===== src/rtl/pmu_pkg.sv =====
/* pmu bridge shared definitions
   frame layout, register map, front-end states and decoded status */
`default_nettype none

package pmu_pkg;

  localparam int frame_w = 64;
  localparam int cmd_w   = 32;

  typedef enum logic [7:0] {
    type_battery = 8'd0,
    type_gauge   = 8'd1,
    type_charge  = 8'd2
  } frame_type_e;

  typedef enum logic [1:0] {
    st_idle,
    st_read_resp,
    st_write_data,
    st_write_resp
  } axi_state_e;

  localparam logic [7:0] reg_shutdown    = 8'h00;
  localparam logic [7:0] reg_irq_ver     = 8'h04;
  localparam logic [7:0] reg_battery     = 8'h08;
  localparam logic [7:0] reg_charger     = 8'h0c;
  localparam logic [7:0] reg_gauge_a     = 8'h10;
  localparam logic [7:0] reg_gauge_b     = 8'h14;
  localparam logic [7:0] reg_charge_full = 8'h18;
  localparam logic [7:0] reg_settings    = 8'h1c;

  localparam logic [31:0] read_default = 32'hdead_beef;

  typedef struct packed {
    // battery frame
    logic [15:0] battery_voltage;
    logic [1:0]  battery_temp_alert;
    logic        battery_online;
    logic [2:0]  battery_health;
    logic [1:0]  battery_status;
    logic [1:0]  charger_health;
    logic        charger_online;
    logic [1:0]  charger_charge_type;
    logic [3:0]  version_maj;
    logic [3:0]  version_min;
    // gauge frame
    logic [7:0]  gauge_status;
    logic [15:0] voltage;
    logic [15:0] temp;
    logic [15:0] charge_acc;
    // charge frame
    logic [15:0] charge_last_full;
    logic [7:0]  settings;
  } pmu_status_t;

endpackage

`default_nettype wire


===== src/rtl/pmu_frame_if.sv =====
/* pmu frame exchange
   received frame and strobe from the spi link, next command word back to it */
`timescale 1ns/1ps
`default_nettype none

interface pmu_frame_if;

  logic                         frame_stb;  // one clock at the end of a full frame
  logic [pmu_pkg::frame_w-1:0]  rx_frame;
  logic [pmu_pkg::cmd_w-1:0]    cmd_word;
  logic                         cmd_valid;

  modport link (
    output frame_stb,
    output rx_frame,
    input  cmd_word,
    input  cmd_valid
  );

  modport cmd_source (
    output cmd_word,
    output cmd_valid,
    input  frame_stb
  );

  modport rx_sink (
    input frame_stb,
    input rx_frame
  );

endinterface

`default_nettype wire


===== src/rtl/axi_pmu.sv =====
/* axi pmu bridge top level
   axi4-lite register front end and spi slave link to the pmu controller */
`timescale 1ns/1ps
`default_nettype none

module axi_pmu #(
  parameter int FIFO_DEPTH = 16  // power of two
) (
  input  logic        s_axi_aclk,
  input  logic        s_axi_areset,

  input  logic        ss,
  input  logic        mosi,
  input  logic        sck,
  output logic        miso,

  input  logic [31:0] s_axi_awaddr,
  input  logic        s_axi_awvalid,
  output logic        s_axi_awready,
  input  logic [31:0] s_axi_wdata,
  input  logic [3:0]  s_axi_wstrb,
  input  logic        s_axi_wvalid,
  output logic        s_axi_wready,
  output logic [1:0]  s_axi_bresp,
  output logic        s_axi_bvalid,
  input  logic        s_axi_bready,
  input  logic [31:0] s_axi_araddr,
  input  logic        s_axi_arvalid,
  output logic        s_axi_arready,
  output logic [31:0] s_axi_rdata,
  output logic [1:0]  s_axi_rresp,
  output logic        s_axi_rvalid,
  input  logic        s_axi_rready,

  output logic        s_axi_irq
);

  logic                      push;
  logic [pmu_pkg::cmd_w-1:0] push_data;
  logic [7:0]                irq_enable;
  pmu_pkg::pmu_status_t      status;

  pmu_frame_if u_frame_if ();

  pmu_spi_link u_spi_link (
    .s_axi_aclk   (s_axi_aclk),
    .s_axi_areset (s_axi_areset),
    .ss           (ss),
    .sck          (sck),
    .mosi         (mosi),
    .miso         (miso),
    .frame        (u_frame_if.link)
  );

  pmu_cmd_fifo #(
    .DEPTH (FIFO_DEPTH)
  ) u_cmd_fifo (
    .s_axi_aclk   (s_axi_aclk),
    .s_axi_areset (s_axi_areset),
    .push         (push),
    .push_data    (push_data),
    .frame        (u_frame_if.cmd_source)
  );

  pmu_axi_regs u_axi_regs (
    .s_axi_aclk    (s_axi_aclk),
    .s_axi_areset  (s_axi_areset),
    .s_axi_awaddr  (s_axi_awaddr),
    .s_axi_awvalid (s_axi_awvalid),
    .s_axi_awready (s_axi_awready),
    .s_axi_wdata   (s_axi_wdata),
    .s_axi_wstrb   (s_axi_wstrb),
    .s_axi_wvalid  (s_axi_wvalid),
    .s_axi_wready  (s_axi_wready),
    .s_axi_bresp   (s_axi_bresp),
    .s_axi_bvalid  (s_axi_bvalid),
    .s_axi_bready  (s_axi_bready),
    .s_axi_araddr  (s_axi_araddr),
    .s_axi_arvalid (s_axi_arvalid),
    .s_axi_arready (s_axi_arready),
    .s_axi_rdata   (s_axi_rdata),
    .s_axi_rresp   (s_axi_rresp),
    .s_axi_rvalid  (s_axi_rvalid),
    .s_axi_rready  (s_axi_rready),
    .status        (status),
    .irq_enable    (irq_enable),
    .push          (push),
    .push_data     (push_data)
  );

  pmu_status_store u_status_store (
    .s_axi_aclk   (s_axi_aclk),
    .s_axi_areset (s_axi_areset),
    .frame        (u_frame_if.rx_sink),
    .irq_enable   (irq_enable),
    .status       (status),
    .irq          (s_axi_irq)
  );

endmodule

`default_nettype wire


===== src/rtl/pmu_axi_regs.sv =====
/* pmu axi4-lite front end
   register reads, shutdown and irq-enable writes, command word formatting */
`timescale 1ns/1ps
`default_nettype none

module pmu_axi_regs (
  input  logic                      s_axi_aclk,
  input  logic                      s_axi_areset,

  input  logic [31:0]               s_axi_awaddr,
  input  logic                      s_axi_awvalid,
  output logic                      s_axi_awready,

  input  logic [31:0]               s_axi_wdata,
  input  logic [3:0]                s_axi_wstrb,
  input  logic                      s_axi_wvalid,
  output logic                      s_axi_wready,

  output logic [1:0]                s_axi_bresp,
  output logic                      s_axi_bvalid,
  input  logic                      s_axi_bready,

  input  logic [31:0]               s_axi_araddr,
  input  logic                      s_axi_arvalid,
  output logic                      s_axi_arready,

  output logic [31:0]               s_axi_rdata,
  output logic [1:0]                s_axi_rresp,
  output logic                      s_axi_rvalid,
  input  logic                      s_axi_rready,

  input  pmu_pkg::pmu_status_t      status,
  output logic [7:0]                irq_enable,
  output logic                      push,
  output logic [pmu_pkg::cmd_w-1:0] push_data
);

  pmu_pkg::axi_state_e state;
  logic [7:0]          addr;
  logic [31:0]         shutdown;

  logic wr_fire;
  logic is_cmd;

  always_ff @(posedge s_axi_aclk) begin
    if (s_axi_areset) begin
      state <= pmu_pkg::st_idle;
      addr  <= '0;
    end else begin
      case (state)
        pmu_pkg::st_idle: begin
          if (s_axi_arvalid) begin  // reads win over writes
            state <= pmu_pkg::st_read_resp;
            addr  <= s_axi_araddr[7:0];
          end else if (s_axi_awvalid) begin
            state <= pmu_pkg::st_write_data;
            addr  <= s_axi_awaddr[7:0];
          end
        end
        pmu_pkg::st_read_resp: begin
          if (s_axi_rready) begin
            state <= pmu_pkg::st_idle;
          end
        end
        pmu_pkg::st_write_data: begin
          if (s_axi_wvalid) begin
            state <= pmu_pkg::st_write_resp;
          end
        end
        pmu_pkg::st_write_resp: begin
          if (s_axi_bready) begin
            state <= pmu_pkg::st_idle;
          end
        end
        default: state <= pmu_pkg::st_idle;
      endcase
    end
  end

  assign wr_fire = (state == pmu_pkg::st_write_data) && s_axi_wvalid;

  always_ff @(posedge s_axi_aclk) begin
    if (s_axi_areset) begin
      shutdown   <= '0;
      irq_enable <= '0;
    end else if (wr_fire) begin
      if (addr == pmu_pkg::reg_shutdown) begin
        shutdown <= s_axi_wdata;
      end
      if (addr == pmu_pkg::reg_irq_ver) begin
        irq_enable <= s_axi_wdata[15:8];
      end
    end
  end

  // shutdown and every address past the irq register go out over spi
  assign is_cmd = (addr == pmu_pkg::reg_shutdown) || (addr > pmu_pkg::reg_irq_ver);
  assign push   = wr_fire && is_cmd;

  always_comb begin
    if (addr == pmu_pkg::reg_shutdown) begin
      push_data = {s_axi_wdata[23:0], 8'h00};
    end else begin
      push_data = {s_axi_wdata[7:0], s_axi_wdata[15:8], addr, 8'h01};
    end
  end

  always_comb begin
    case (addr)
      pmu_pkg::reg_shutdown:    s_axi_rdata = shutdown;
      pmu_pkg::reg_irq_ver:     s_axi_rdata = {16'h0000, irq_enable,
                                               status.version_maj, status.version_min};
      pmu_pkg::reg_battery:     s_axi_rdata = {8'h00, status.battery_voltage,
                                               status.battery_temp_alert, status.battery_online,
                                               status.battery_health, status.battery_status};
      pmu_pkg::reg_charger:     s_axi_rdata = {27'd0, status.charger_charge_type,
                                               status.charger_online, status.charger_health};
      pmu_pkg::reg_gauge_a:     s_axi_rdata = {status.temp, status.charge_acc};
      pmu_pkg::reg_gauge_b:     s_axi_rdata = {8'h00, status.gauge_status, status.voltage};
      pmu_pkg::reg_charge_full: s_axi_rdata = {16'h0000, status.charge_last_full};
      pmu_pkg::reg_settings:    s_axi_rdata = {24'd0, status.settings};
      default:                  s_axi_rdata = pmu_pkg::read_default;
    endcase
  end

  assign s_axi_arready = (state == pmu_pkg::st_idle);
  assign s_axi_awready = (state == pmu_pkg::st_idle);
  assign s_axi_rvalid  = (state == pmu_pkg::st_read_resp);
  assign s_axi_wready  = (state == pmu_pkg::st_write_data);
  assign s_axi_bvalid  = (state == pmu_pkg::st_write_resp);
  assign s_axi_rresp   = 2'b00;  // always okay
  assign s_axi_bresp   = 2'b00;

endmodule

`default_nettype wire


===== src/rtl/pmu_cmd_fifo.sv =====
/* pmu command fifo
   holds host command words until an spi frame carries them out */
`timescale 1ns/1ps
`default_nettype none

module pmu_cmd_fifo #(
  parameter int DEPTH = 16
) (
  input  logic                     s_axi_aclk,
  input  logic                     s_axi_areset,
  input  logic                     push,
  input  logic [pmu_pkg::cmd_w-1:0] push_data,
  pmu_frame_if.cmd_source          frame
);

  localparam int ptr_w = $clog2(DEPTH);

  logic [pmu_pkg::cmd_w-1:0] mem [DEPTH];
  logic [ptr_w-1:0]          wr_ptr;
  logic [ptr_w-1:0]          rd_ptr;
  logic [ptr_w:0]            count;

  logic full;
  logic empty;
  logic wr_en;
  logic rd_en;

  assign full  = (count == (ptr_w + 1)'(DEPTH));
  assign empty = (count == '0);
  assign wr_en = push && !full;              // full drops the command
  assign rd_en = frame.frame_stb && !empty;  // word was sent in the frame just ended

  always_ff @(posedge s_axi_aclk) begin
    if (s_axi_areset) begin
      wr_ptr <= '0;
      rd_ptr <= '0;
      count  <= '0;
    end else begin
      if (wr_en) begin
        wr_ptr <= wr_ptr + 1'b1;
      end
      if (rd_en) begin
        rd_ptr <= rd_ptr + 1'b1;
      end
      case ({wr_en, rd_en})
        2'b10:   count <= count + 1'b1;
        2'b01:   count <= count - 1'b1;
        default: count <= count;
      endcase
    end
  end

  always_ff @(posedge s_axi_aclk) begin
    if (wr_en) begin
      mem[wr_ptr] <= push_data;
    end
  end

  assign frame.cmd_word  = empty ? '0 : mem[rd_ptr];  // idle frames carry zeros
  assign frame.cmd_valid = !empty;

endmodule

`default_nettype wire


===== src/rtl/pmu_spi_link.sv =====
/* pmu spi link
   spi slave, mode 0, msb first; shifts 64-bit frames in and out
   and strobes once per complete frame */
`timescale 1ns/1ps
`default_nettype none

module pmu_spi_link (
  input  logic      s_axi_aclk,
  input  logic      s_axi_areset,
  input  logic      ss,
  input  logic      sck,
  input  logic      mosi,
  output logic      miso,
  pmu_frame_if.link frame
);

  localparam int cnt_w = $clog2(pmu_pkg::frame_w) + 1;
  localparam int pad_w = pmu_pkg::frame_w - pmu_pkg::cmd_w - 1;
  localparam logic [cnt_w-1:0] cnt_full = cnt_w'(pmu_pkg::frame_w);

  logic [2:0] ss_q;   // two sync stages plus edge history
  logic [2:0] sck_q;
  logic [1:0] mosi_q;

  logic ss_active;
  logic ss_fall;
  logic ss_rise;
  logic sck_rise;
  logic sck_fall;

  logic [cnt_w-1:0]            bit_cnt;
  logic [pmu_pkg::frame_w-1:0] tx_shift;
  logic [pmu_pkg::frame_w-1:0] rx_shift;

  always_ff @(posedge s_axi_aclk) begin
    if (s_axi_areset) begin
      ss_q   <= 3'b111;  // deselected
      sck_q  <= 3'b000;
      mosi_q <= 2'b00;
    end else begin
      ss_q   <= {ss_q[1:0], ss};
      sck_q  <= {sck_q[1:0], sck};
      mosi_q <= {mosi_q[0], mosi};
    end
  end

  assign ss_active = ~ss_q[1];
  assign ss_fall   = ss_q[2] & ~ss_q[1];
  assign ss_rise   = ~ss_q[2] & ss_q[1];
  assign sck_rise  = ss_active & ~sck_q[2] & sck_q[1];
  assign sck_fall  = ss_active & sck_q[2] & ~sck_q[1];

  always_ff @(posedge s_axi_aclk) begin
    if (s_axi_areset) begin
      bit_cnt         <= '0;
      tx_shift        <= '0;
      frame.frame_stb <= 1'b0;
    end else begin
      frame.frame_stb <= ss_rise && (bit_cnt == cnt_full);  // short or long frames are dropped
      if (ss_fall) begin
        bit_cnt  <= '0;
        tx_shift <= {frame.cmd_valid, {pad_w{1'b0}}, frame.cmd_word};
      end else begin
        if (sck_rise && (bit_cnt != '1)) begin
          bit_cnt <= bit_cnt + 1'b1;  // saturates so overlong frames never match
        end
        if (sck_fall) begin
          tx_shift <= {tx_shift[pmu_pkg::frame_w-2:0], 1'b0};
        end
      end
    end
  end

  // mosi lines up with the synced sck, both went through two flops
  always_ff @(posedge s_axi_aclk) begin
    if (sck_rise) begin
      rx_shift <= {rx_shift[pmu_pkg::frame_w-2:0], mosi_q[1]};
    end
  end

  assign frame.rx_frame = rx_shift;
  assign miso           = tx_shift[pmu_pkg::frame_w-1];

endmodule

`default_nettype wire


===== src/rtl/pmu_status_store.sv =====
/* pmu status store
   latches received frames by type, decodes them and raises the interrupt */
`timescale 1ns/1ps
`default_nettype none

module pmu_status_store (
  input  logic                 s_axi_aclk,
  input  logic                 s_axi_areset,
  pmu_frame_if.rx_sink         frame,
  input  logic [7:0]           irq_enable,
  output pmu_pkg::pmu_status_t status,
  output logic                 irq
);

  logic [pmu_pkg::frame_w-1:0] frame_bat;
  logic [pmu_pkg::frame_w-1:0] frame_gauge;
  logic [pmu_pkg::frame_w-1:0] frame_charge;

  logic       load_bat;
  logic       load_gauge;
  logic       load_charge;
  logic [7:0] gauge_next;

  assign load_bat    = frame.frame_stb && (frame.rx_frame[7:0] == pmu_pkg::type_battery);
  assign load_gauge  = frame.frame_stb && (frame.rx_frame[7:0] == pmu_pkg::type_gauge);
  assign load_charge = frame.frame_stb && (frame.rx_frame[7:0] == pmu_pkg::type_charge);

  // irq follows the same clock as the frame registers
  assign gauge_next = load_gauge ? frame.rx_frame[63:56] : frame_gauge[63:56];

  always_ff @(posedge s_axi_aclk) begin
    if (s_axi_areset) begin
      frame_bat    <= '0;
      frame_gauge  <= '0;
      frame_charge <= '0;
      irq          <= 1'b0;
    end else begin
      if (load_bat)    frame_bat    <= frame.rx_frame;
      if (load_gauge)  frame_gauge  <= frame.rx_frame;
      if (load_charge) frame_charge <= frame.rx_frame;
      irq <= |(gauge_next & irq_enable);
    end
  end

  always_comb begin
    status.battery_voltage     = {frame_bat[55:48], frame_bat[63:56]};
    status.battery_temp_alert  = frame_bat[47:46];
    status.battery_online      = frame_bat[45];
    status.battery_health      = frame_bat[44:42];
    status.battery_status      = frame_bat[41:40];
    status.charger_health      = frame_bat[37:36];
    status.charger_online      = frame_bat[35];
    status.charger_charge_type = frame_bat[33:32];
    status.version_maj         = frame_bat[15:12];
    status.version_min         = frame_bat[11:8];
    status.gauge_status        = frame_gauge[63:56];
    status.voltage             = {frame_gauge[47:40], frame_gauge[55:48]};
    status.temp                = {frame_gauge[31:24], frame_gauge[39:32]};
    status.charge_acc          = {frame_gauge[15:8], frame_gauge[23:16]};
    status.charge_last_full    = {frame_charge[15:8], frame_charge[23:16]};
    status.settings            = frame_charge[31:24];
  end

endmodule

`default_nettype wire


===== config.mk =====
export PLATFORM = sky130hd
export DESIGN_NAME = axi_pmu
export DESIGN_NICKNAME = d
export VERILOG_FILES = /design/src/rtl/pmu_pkg.sv /design/src/rtl/pmu_frame_if.sv /design/src/rtl/axi_pmu.sv /design/src/rtl/pmu_axi_regs.sv /design/src/rtl/pmu_cmd_fifo.sv /design/src/rtl/pmu_spi_link.sv /design/src/rtl/pmu_status_store.sv
export SDC_FILE = /design/constraint.sdc
export NUM_CORES = 1
export LEC_CHECK = 0
export BUFFER_PORTS_ARGS = -buffer_cell sky130_fd_sc_hd__buf_4
export CAP_MARGIN = 0
export CORE_AREA = 8 8 245 247
export DETAILED_ROUTE_END_ITERATION = 10
export DIE_AREA = 0 0 253 255
export PLACE_DENSITY_LB_ADDON = 0.3
export SKIP_CTS_REPAIR_TIMING = 1
export SLEW_MARGIN = 20
export SYNTH_ARGS = -nofsm -noshare
export SYNTH_HDL_FRONTEND = slang
export SYNTH_HIERARCHICAL = 1
export SYNTH_SLANG_ARGS = --single-unit

===== constraint.sdc =====
create_clock -name s_axi_aclk -period 9.8 [get_ports s_axi_aclk]
set_input_delay 0 -clock s_axi_aclk [delete_from_list [all_inputs] [get_ports s_axi_aclk]]
set_output_delay 0 -clock s_axi_aclk [all_outputs]
set_load 0.005 [all_outputs]

=== Yosys cells after proc, flatten, opt, wreduce, memory -nomap -nowiden ===
Memories as Yosys holds them, arrays and structs flattened. A register that Yosys moved wholly into a read port is not among the register bits.
Cells that the tools add are included.

* Muxes and demuxes: 19
* Magnitude comparators: 1
* Bitwise gates (word level): 11
* Reduce and logical (&&, ||, !) cells: 25
* Eq/ne operators: 21
* Add/sub/neg operators: 5

{| class="wikitable"
|+ Operators with widths
! cell !! number
|-
| $pmux 32 s8 || 1
|-
| $mux 64 || 2
|-
| $mux 32 || 2
|-
| $eq 8x5->1 const B || 4
|-
| $mux 8 || 3
|-
| $eq 8x4->1 const B || 2
|-
| $logic_not 8->1 || 2
|-
| $mux 2 || 5
|-
| $pmux 5 s2 || 1
|-
| $logic_and 1x1->1 || 9
|-
| $add 4x1->4 const B || 2
|-
| $and 8x8->8 || 1
|-
| $eq 8x1->1 const B || 1
|-
| $eq 8x2->1 const B || 1
|-
| $eq 8x3->1 const B || 1
|-
| $gt 8x3->1 const B || 1
|-
| $mux 4 || 2
|-
| $pmux 2 s4 || 1
|-
| $reduce_or 8->1 || 1
|-
| $add 7x1->7 const B || 1
|-
| $eq 7x7->1 const B || 1
|-
| $ne 7x7->1 const B || 1
|-
| $and 1x1->1 || 6
|-
| $eq 2x2->1 const B || 3
|-
| other kinds (17) || 28
|}

* RAM bits: 512
* Bits in registers: 368
* Input bits: 110
* Memories kept: 1

{| class="wikitable"
|+ Memory list
! memory !! depth !! width !! rd ports !! clocked after memory_dff !! wr ports !! line !! source
|-
| u_cmd_fifo.mem || 16 || 32 || 1 || 1 || 1 || pmu_cmd_fifo.sv:18 || <nowiki>logic [pmu_pkg::cmd_w-1:0] mem [DEPTH];</nowiki>
|}

=== Longest topological paths before layout ===
* Word-level depth: 6
* Depth in mapped cells: 14

=== Modules after synthesis ===
The synthesis kept the hierarchy.

{| class="wikitable"
|+ By module, submodules not included
! module !! instances !! area an instance (sq um) !! cells each
|-
| pmu_cmd_fifo || 1 || 20410.8 || 870
|-
| pmu_spi_link || 1 || 5026.1 || 446
|-
| pmu_status_store || 1 || 4185.3 || 527
|-
| pmu_axi_regs || 1 || 3702.3 || 451
|}

=== Worst setup path before layout ===
Ideal clock, no wire load.

* Kind: flip-flop to flip-flop
* From: register u_axi_regs.addr[2]
* To: memory u_cmd_fifo/mem[0][0] (netlist name), enable pin
* Arrival: 4132 ps
* Clock period less this slack: 4593 ps
* Setup slack: 5207 ps
* Cell stages (with the launch flop): 9
* Buffers on the path: 3
* Cells stage by stage: dfxtp_1 > clkbuf_1 > clkbuf_1 > clkbuf_1 > xnor2_1 > a21oi_1 > o21a_1 > nand2_1 > nor3_1

* Word-level cells in the longest chain between the ends: 6
* Elaborated cells on any way between the ends: 7

{| class="wikitable"
|+ RTL lines
! item !! line !! source
|-
| start, declared || pmu_axi_regs.sv:39 || <nowiki>logic [7:0] addr;</nowiki>
|-
| start signal, assigned || pmu_axi_regs.sv:54 || <nowiki>addr <= s_axi_araddr[7:0];</nowiki>
|-
| start signal, assigned || pmu_axi_regs.sv:57 || <nowiki>addr <= s_axi_awaddr[7:0];</nowiki>
|-
| $gt 8x3->1 / $logic_not 8->1 (equally long branches) || pmu_axi_regs.sv:97 || <nowiki>assign is_cmd = (addr == pmu_pkg::reg_shutdown) || (addr > pmu_pkg::reg_irq_ver);</nowiki>
|-
| $logic_or 1x1->1 * || pmu_axi_regs.sv:97 ||
|-
| $logic_and 1x1->1 * || pmu_axi_regs.sv:98 || <nowiki>assign push = wr_fire && is_cmd;</nowiki>
|-
| via push || axi_pmu.sv:38 || <nowiki>logic push;</nowiki>
|-
| $logic_and 1x1->1 * || pmu_cmd_fifo.sv:30 || <nowiki>assign wr_en = push && !full;</nowiki>
|-
| $mux 1 * || pmu_cmd_fifo.sv:54 || <nowiki>if (wr_en) begin</nowiki>
|-
| $mux 1 (implied by the code) * || pmu_cmd_fifo.sv:55 || <nowiki>mem[wr_ptr] <= push_data;</nowiki>
|-
| end, declared || pmu_cmd_fifo.sv:18 ||
|}

Mark *: on every way through the listed nets, which the timed path passes. The rest lies on a longest branch.

=== Worst setup path in the final report ===
* From: register u_axi_regs.addr[1]
* To: register u_cmd_fifo.count[2]

* Word-level cells in the longest chain between the ends: 6
* Elaborated cells on any way between the ends: 9

{| class="wikitable"
|+ RTL lines
! item !! line !! source
|-
| $gt 8x3->1 / $logic_not 8->1 (equally long branches) || pmu_axi_regs.sv:97 ||
|-
| $logic_or 1x1->1 * || pmu_axi_regs.sv:97 ||
|-
| $logic_and 1x1->1 * || pmu_axi_regs.sv:98 ||
|-
| via push || axi_pmu.sv:38 ||
|-
| $logic_and 1x1->1 * || pmu_cmd_fifo.sv:30 ||
|-
| $eq 2x1->1 / $eq 2x2->1 (equally long branches) || pmu_cmd_fifo.sv:45 || <nowiki>case ({wr_en, rd_en})</nowiki>
|-
| $pmux 5 s2 / $reduce_bool 2->1 (equally long branches) || - ||
|-
| end signal, assigned || pmu_cmd_fifo.sv:46 || <nowiki>2'b10: count <= count + 1'b1;</nowiki>
|-
| end signal, assigned || pmu_cmd_fifo.sv:47 || <nowiki>2'b01: count <= count - 1'b1;</nowiki>
|-
| end signal, assigned || pmu_cmd_fifo.sv:48 || <nowiki>default: count <= count;</nowiki>
|-
| end, declared || pmu_cmd_fifo.sv:21 || <nowiki>logic [ptr_w:0] count;</nowiki>
|}

Marks and branches as above.
A chain may end at the register's enable or synchronous reset.

==> impl_results.md <==
* Crit path max-delay family: compound AO/OA/AOI/OAI gates
* Fmax at 0.263 GHz
* Status: finished clean
* Overflow after GRT at 0
* Final Skew at 37.1 ps
* Multi-input logic area at between 9000 and 10000 um^2
* Post-Route WL at ~80000 um
* Worst-Skew Late Latency at ~630 ps
* Setup crit end kind: register
* Root Driver: clkbuf_16
* Initial core utilization at 0.596
* Number of flops mapped to enable cells by yosys at roughly 580
* GPL Wtd Cong at between 0.8 and 0.9
* CP cell instances: nor2_1 -> xnor2_1 -> a21oi_1 -> o21a_1 -> inv_1 -> ha_1 -> xor2_1 -> ha_1 -> o21a_1 -> or4_1 -> a21oi_1
* Number of buffers created by CTS at 81
* Initial antenna violation count at 2
* Leak at roughly 0.012 uW
* Vias in the first global route at roughly 20000
* First-pass DRT Iterations at 6
* Period utilization at 0.388
* Layout area overhead at 14.1%
* Layout cells sized above 1 at 0.208
* Die footprint at roughly 65000 um^2
* Die H at approximately 260 um
* Die X at around 250 um
* GR Util All Layers at 0.242
* Filler-free cell count of the finished design at 3237
* Fin. Hold Viols at 0
* Crit path largest cell delay at ~660 ps
* Total power draw at approximately 7600 uW
* Slowest CP cell: dfxtp_1
* Largest net degree at the start of global routing at 89
* First-iteration detailed-routing DRC count at approximately 2300
* Largest area contributor in the netlist: edfxtp_1
* # placed instances at 3026
* Via count at between 20000 and 25000
* Max-cap violations at 0
* Mapped Cells at roughly 2300
* Yosys cell types at 67
* Min Hold Slack at ~140 ps
* Hpwl dp at about 43000 um
* CTS H-tree depth at 3
* Most common library cells after synthesis: edfxtp_1, nand2_1, dfxtp_1
* Synthesized area per cell at roughly 15 um^2
* Pwr Density at around 200 nW/um^2
* Most common cell in the netlist: edfxtp_1
* # setup viols final at 0
* Slew Limit Fails at 0
* Synthesized cell area at roughly 33000 um^2
* YS warnings at 6
* Filler Cell Count at 3603
* Max_slew headroom at 0.236
* Max Root-Sink Buffers at 3
* Most used DFF post-synth: edfxtp_1
* Final Critical Period at between 3000 and 4000 ps
* Synth async-reset ratio at 0
* Sequential area share after synthesis at 0.678
* FF+latch count, synth at approximately 840
* Final ANT Viol Nets at 0
* Vias per inst at around 6.3
* Worst hold path type: input port to register
* Worst-path clk slew at approximately 60 ps
* Post-layout utilization of the core at 0.680
* IO Pins at 153
* RSZ-0062 raised after global routing: false
* Final setup TNS at 0 ps
* Maximum vdd drop at about 0.18 mV
* Critical Path Start Type: register
* Setup Crit Path Kind: register to register
* Area share of the largest cell type after synthesis at 0.519
* Core area at ~56000 um^2
* Nets at roughly 2500
* Worst Path Required at 10330 ps
* DRC at 0
* Crit path buf inv count at 1
* Sink Count at about 840
* CTS tree: yes
* Avg WL per Cell at between 20 and 25 um
* Area contributors post-synth: edfxtp_1, dfxtp_1, mux4_2
* Worst Path Max Fanout at 12
* First-pass GRT wire length at roughly 120000 um
* FF+latch area at about 23000 um^2
* PortBufs at 96
* Crit path DAT at ~4300 ps
* Least-Margin Pin Slew at 1150 ps
* Row Count at slightly below 90
cell families after synthesis:
kind of cell               count (synthesis)  synth area share
and+or+nand+nor                          676            0.0894
muxes                                    222             0.129
DFF                                      841             0.678
other                                      1          0.000113
buffers and inverters                    184            0.0289
AOI/OAI and AO/OA                        347            0.0671
xor gates and xnor gates                  13           0.00342
adders and majority gates                 10           0.00375
worst paths after layout:
path / depth (start not counted) / slack [ps] / endpoint / from
setup / recovery: 11 / 6000 / u_cmd_fifo/count[2] / u_axi_regs/addr[1]
setup reg to reg: 11 / 6000 / u_cmd_fifo/count[2] / u_axi_regs/addr[1]
hold reg to reg: 1 / 410 / u_spi_link/ss_q[1] / u_spi_link/ss_q[0]
hold / removal: 3 / 140 / u_spi_link/ss_q[0] / ss
through the flow:
step / setup slack (ps) / area [um^2]
after floorplan: 5210 / 33400
after CTS: 6080 / 37400
after detailed placement: 6070 / 34600
after global placement: 6100 / 34600
after global routing: 5840 / 38000
final: 6000 / 38000
cells in the final DEF (no fill, tap or decap), types with 7 or more instances in the layout:
cell / netlist / layout
a311oi_1: 33 / 33
mux2_2: 11 / 11
nor2_1: 100 / 87
a21oi_1: 178 / 178
mux4_2: 165 / 165
nor2_4: 0 / 13
mux2i_1: 46 / 46
a221o_1: 7 / 7
nand3_1: 10 / 10
buf_4: 42 / 136
a211oi_1: 10 / 10
a22oi_1: 16 / 16
clkbuf_8: 0 / 11
nand2_1: 428 / 428
dfxtp_1: 265 / 259
edfxtp_1: 576 / 576
clkinv_2: 0 / 8
ha_1: 10 / 10
nor2b_1: 45 / 45
dlygate4sd3_1: 0 / 59
inv_1: 11 / 11
nand2_2: 21 / 21
nand2b_1: 8 / 7
clkinv_1: 0 / 7
a21oi_2: 20 / 20
clkbuf_16: 0 / 84
a21o_1: 8 / 8
bufinv_16: 0 / 12
xor2_1: 10 / 10
clkbuf_1: 75 / 22
a22o_1: 9 / 9
o21ai_0: 17 / 17
conb_1: 1 / 11
o211ai_1: 18 / 18
power breakdown:
group | leakage [uW] | internal, uW | switching [uW] | total, uW
combinational | 0.00339 | 134 | 253 | 386
clock | 0.00138 | 1980 | 1320 | 3300
sequential | 0.00729 | 3840 | 22.2 | 3870
cell type report:
type | count | share of cell area
sequential | 841 | 0.595
multi-input combinational | 1279 | 0.261
clock buffer | 116 | 0.0611
timing repair buffer | 198 | 0.0433
tap | 756 | 0.0249
clock inverter | 34 | 0.0138
inverter | 11 | 0.00109
antenna | 2 | 0.000132
worst register-to-register path, stage by stage, from the launching register on:
cell and delay (ps):
dfxtp_1 660, nor2_1 220, xnor2_1 170, a21oi_1 610, o21a_1 360, inv_1 140
ha_1 370, xor2_1 200, ha_1 240, o21a_1 200, or4_1 390, a21oi_1 150
sequential cells by signal, summed over array words and instances, names as in the netlist, 4 cells and up, named ones only:
name / count
u_spi_link/frame.rx_frame: 64
u_cmd_fifo/wr_ptr: 4
u_status_store/frame_charge: 24
u_axi_regs/shutdown: 32
u_axi_regs/irq_enable: 8
u_cmd_fifo/rd_ptr: 4
u_spi_link/bit_cnt: 7
u_cmd_fifo/count: 5
u_status_store/frame_gauge: 56
u_cmd_fifo/mem: 512
u_status_store/frame_bat: 37
u_spi_link/tx_shift: 64
u_axi_regs/addr: 8
routing by layer:
metal,global-route usage,vias to the layer above,routed length [um]
met1,0.323,10194,30800
li1,-,8788,-
met5,0,-,0
met4,0.0779,0,2150
met2,0.410,1131,40300
met3,0.0375,177,7040
No activity file was read; power rests on OpenSTA's default activity.
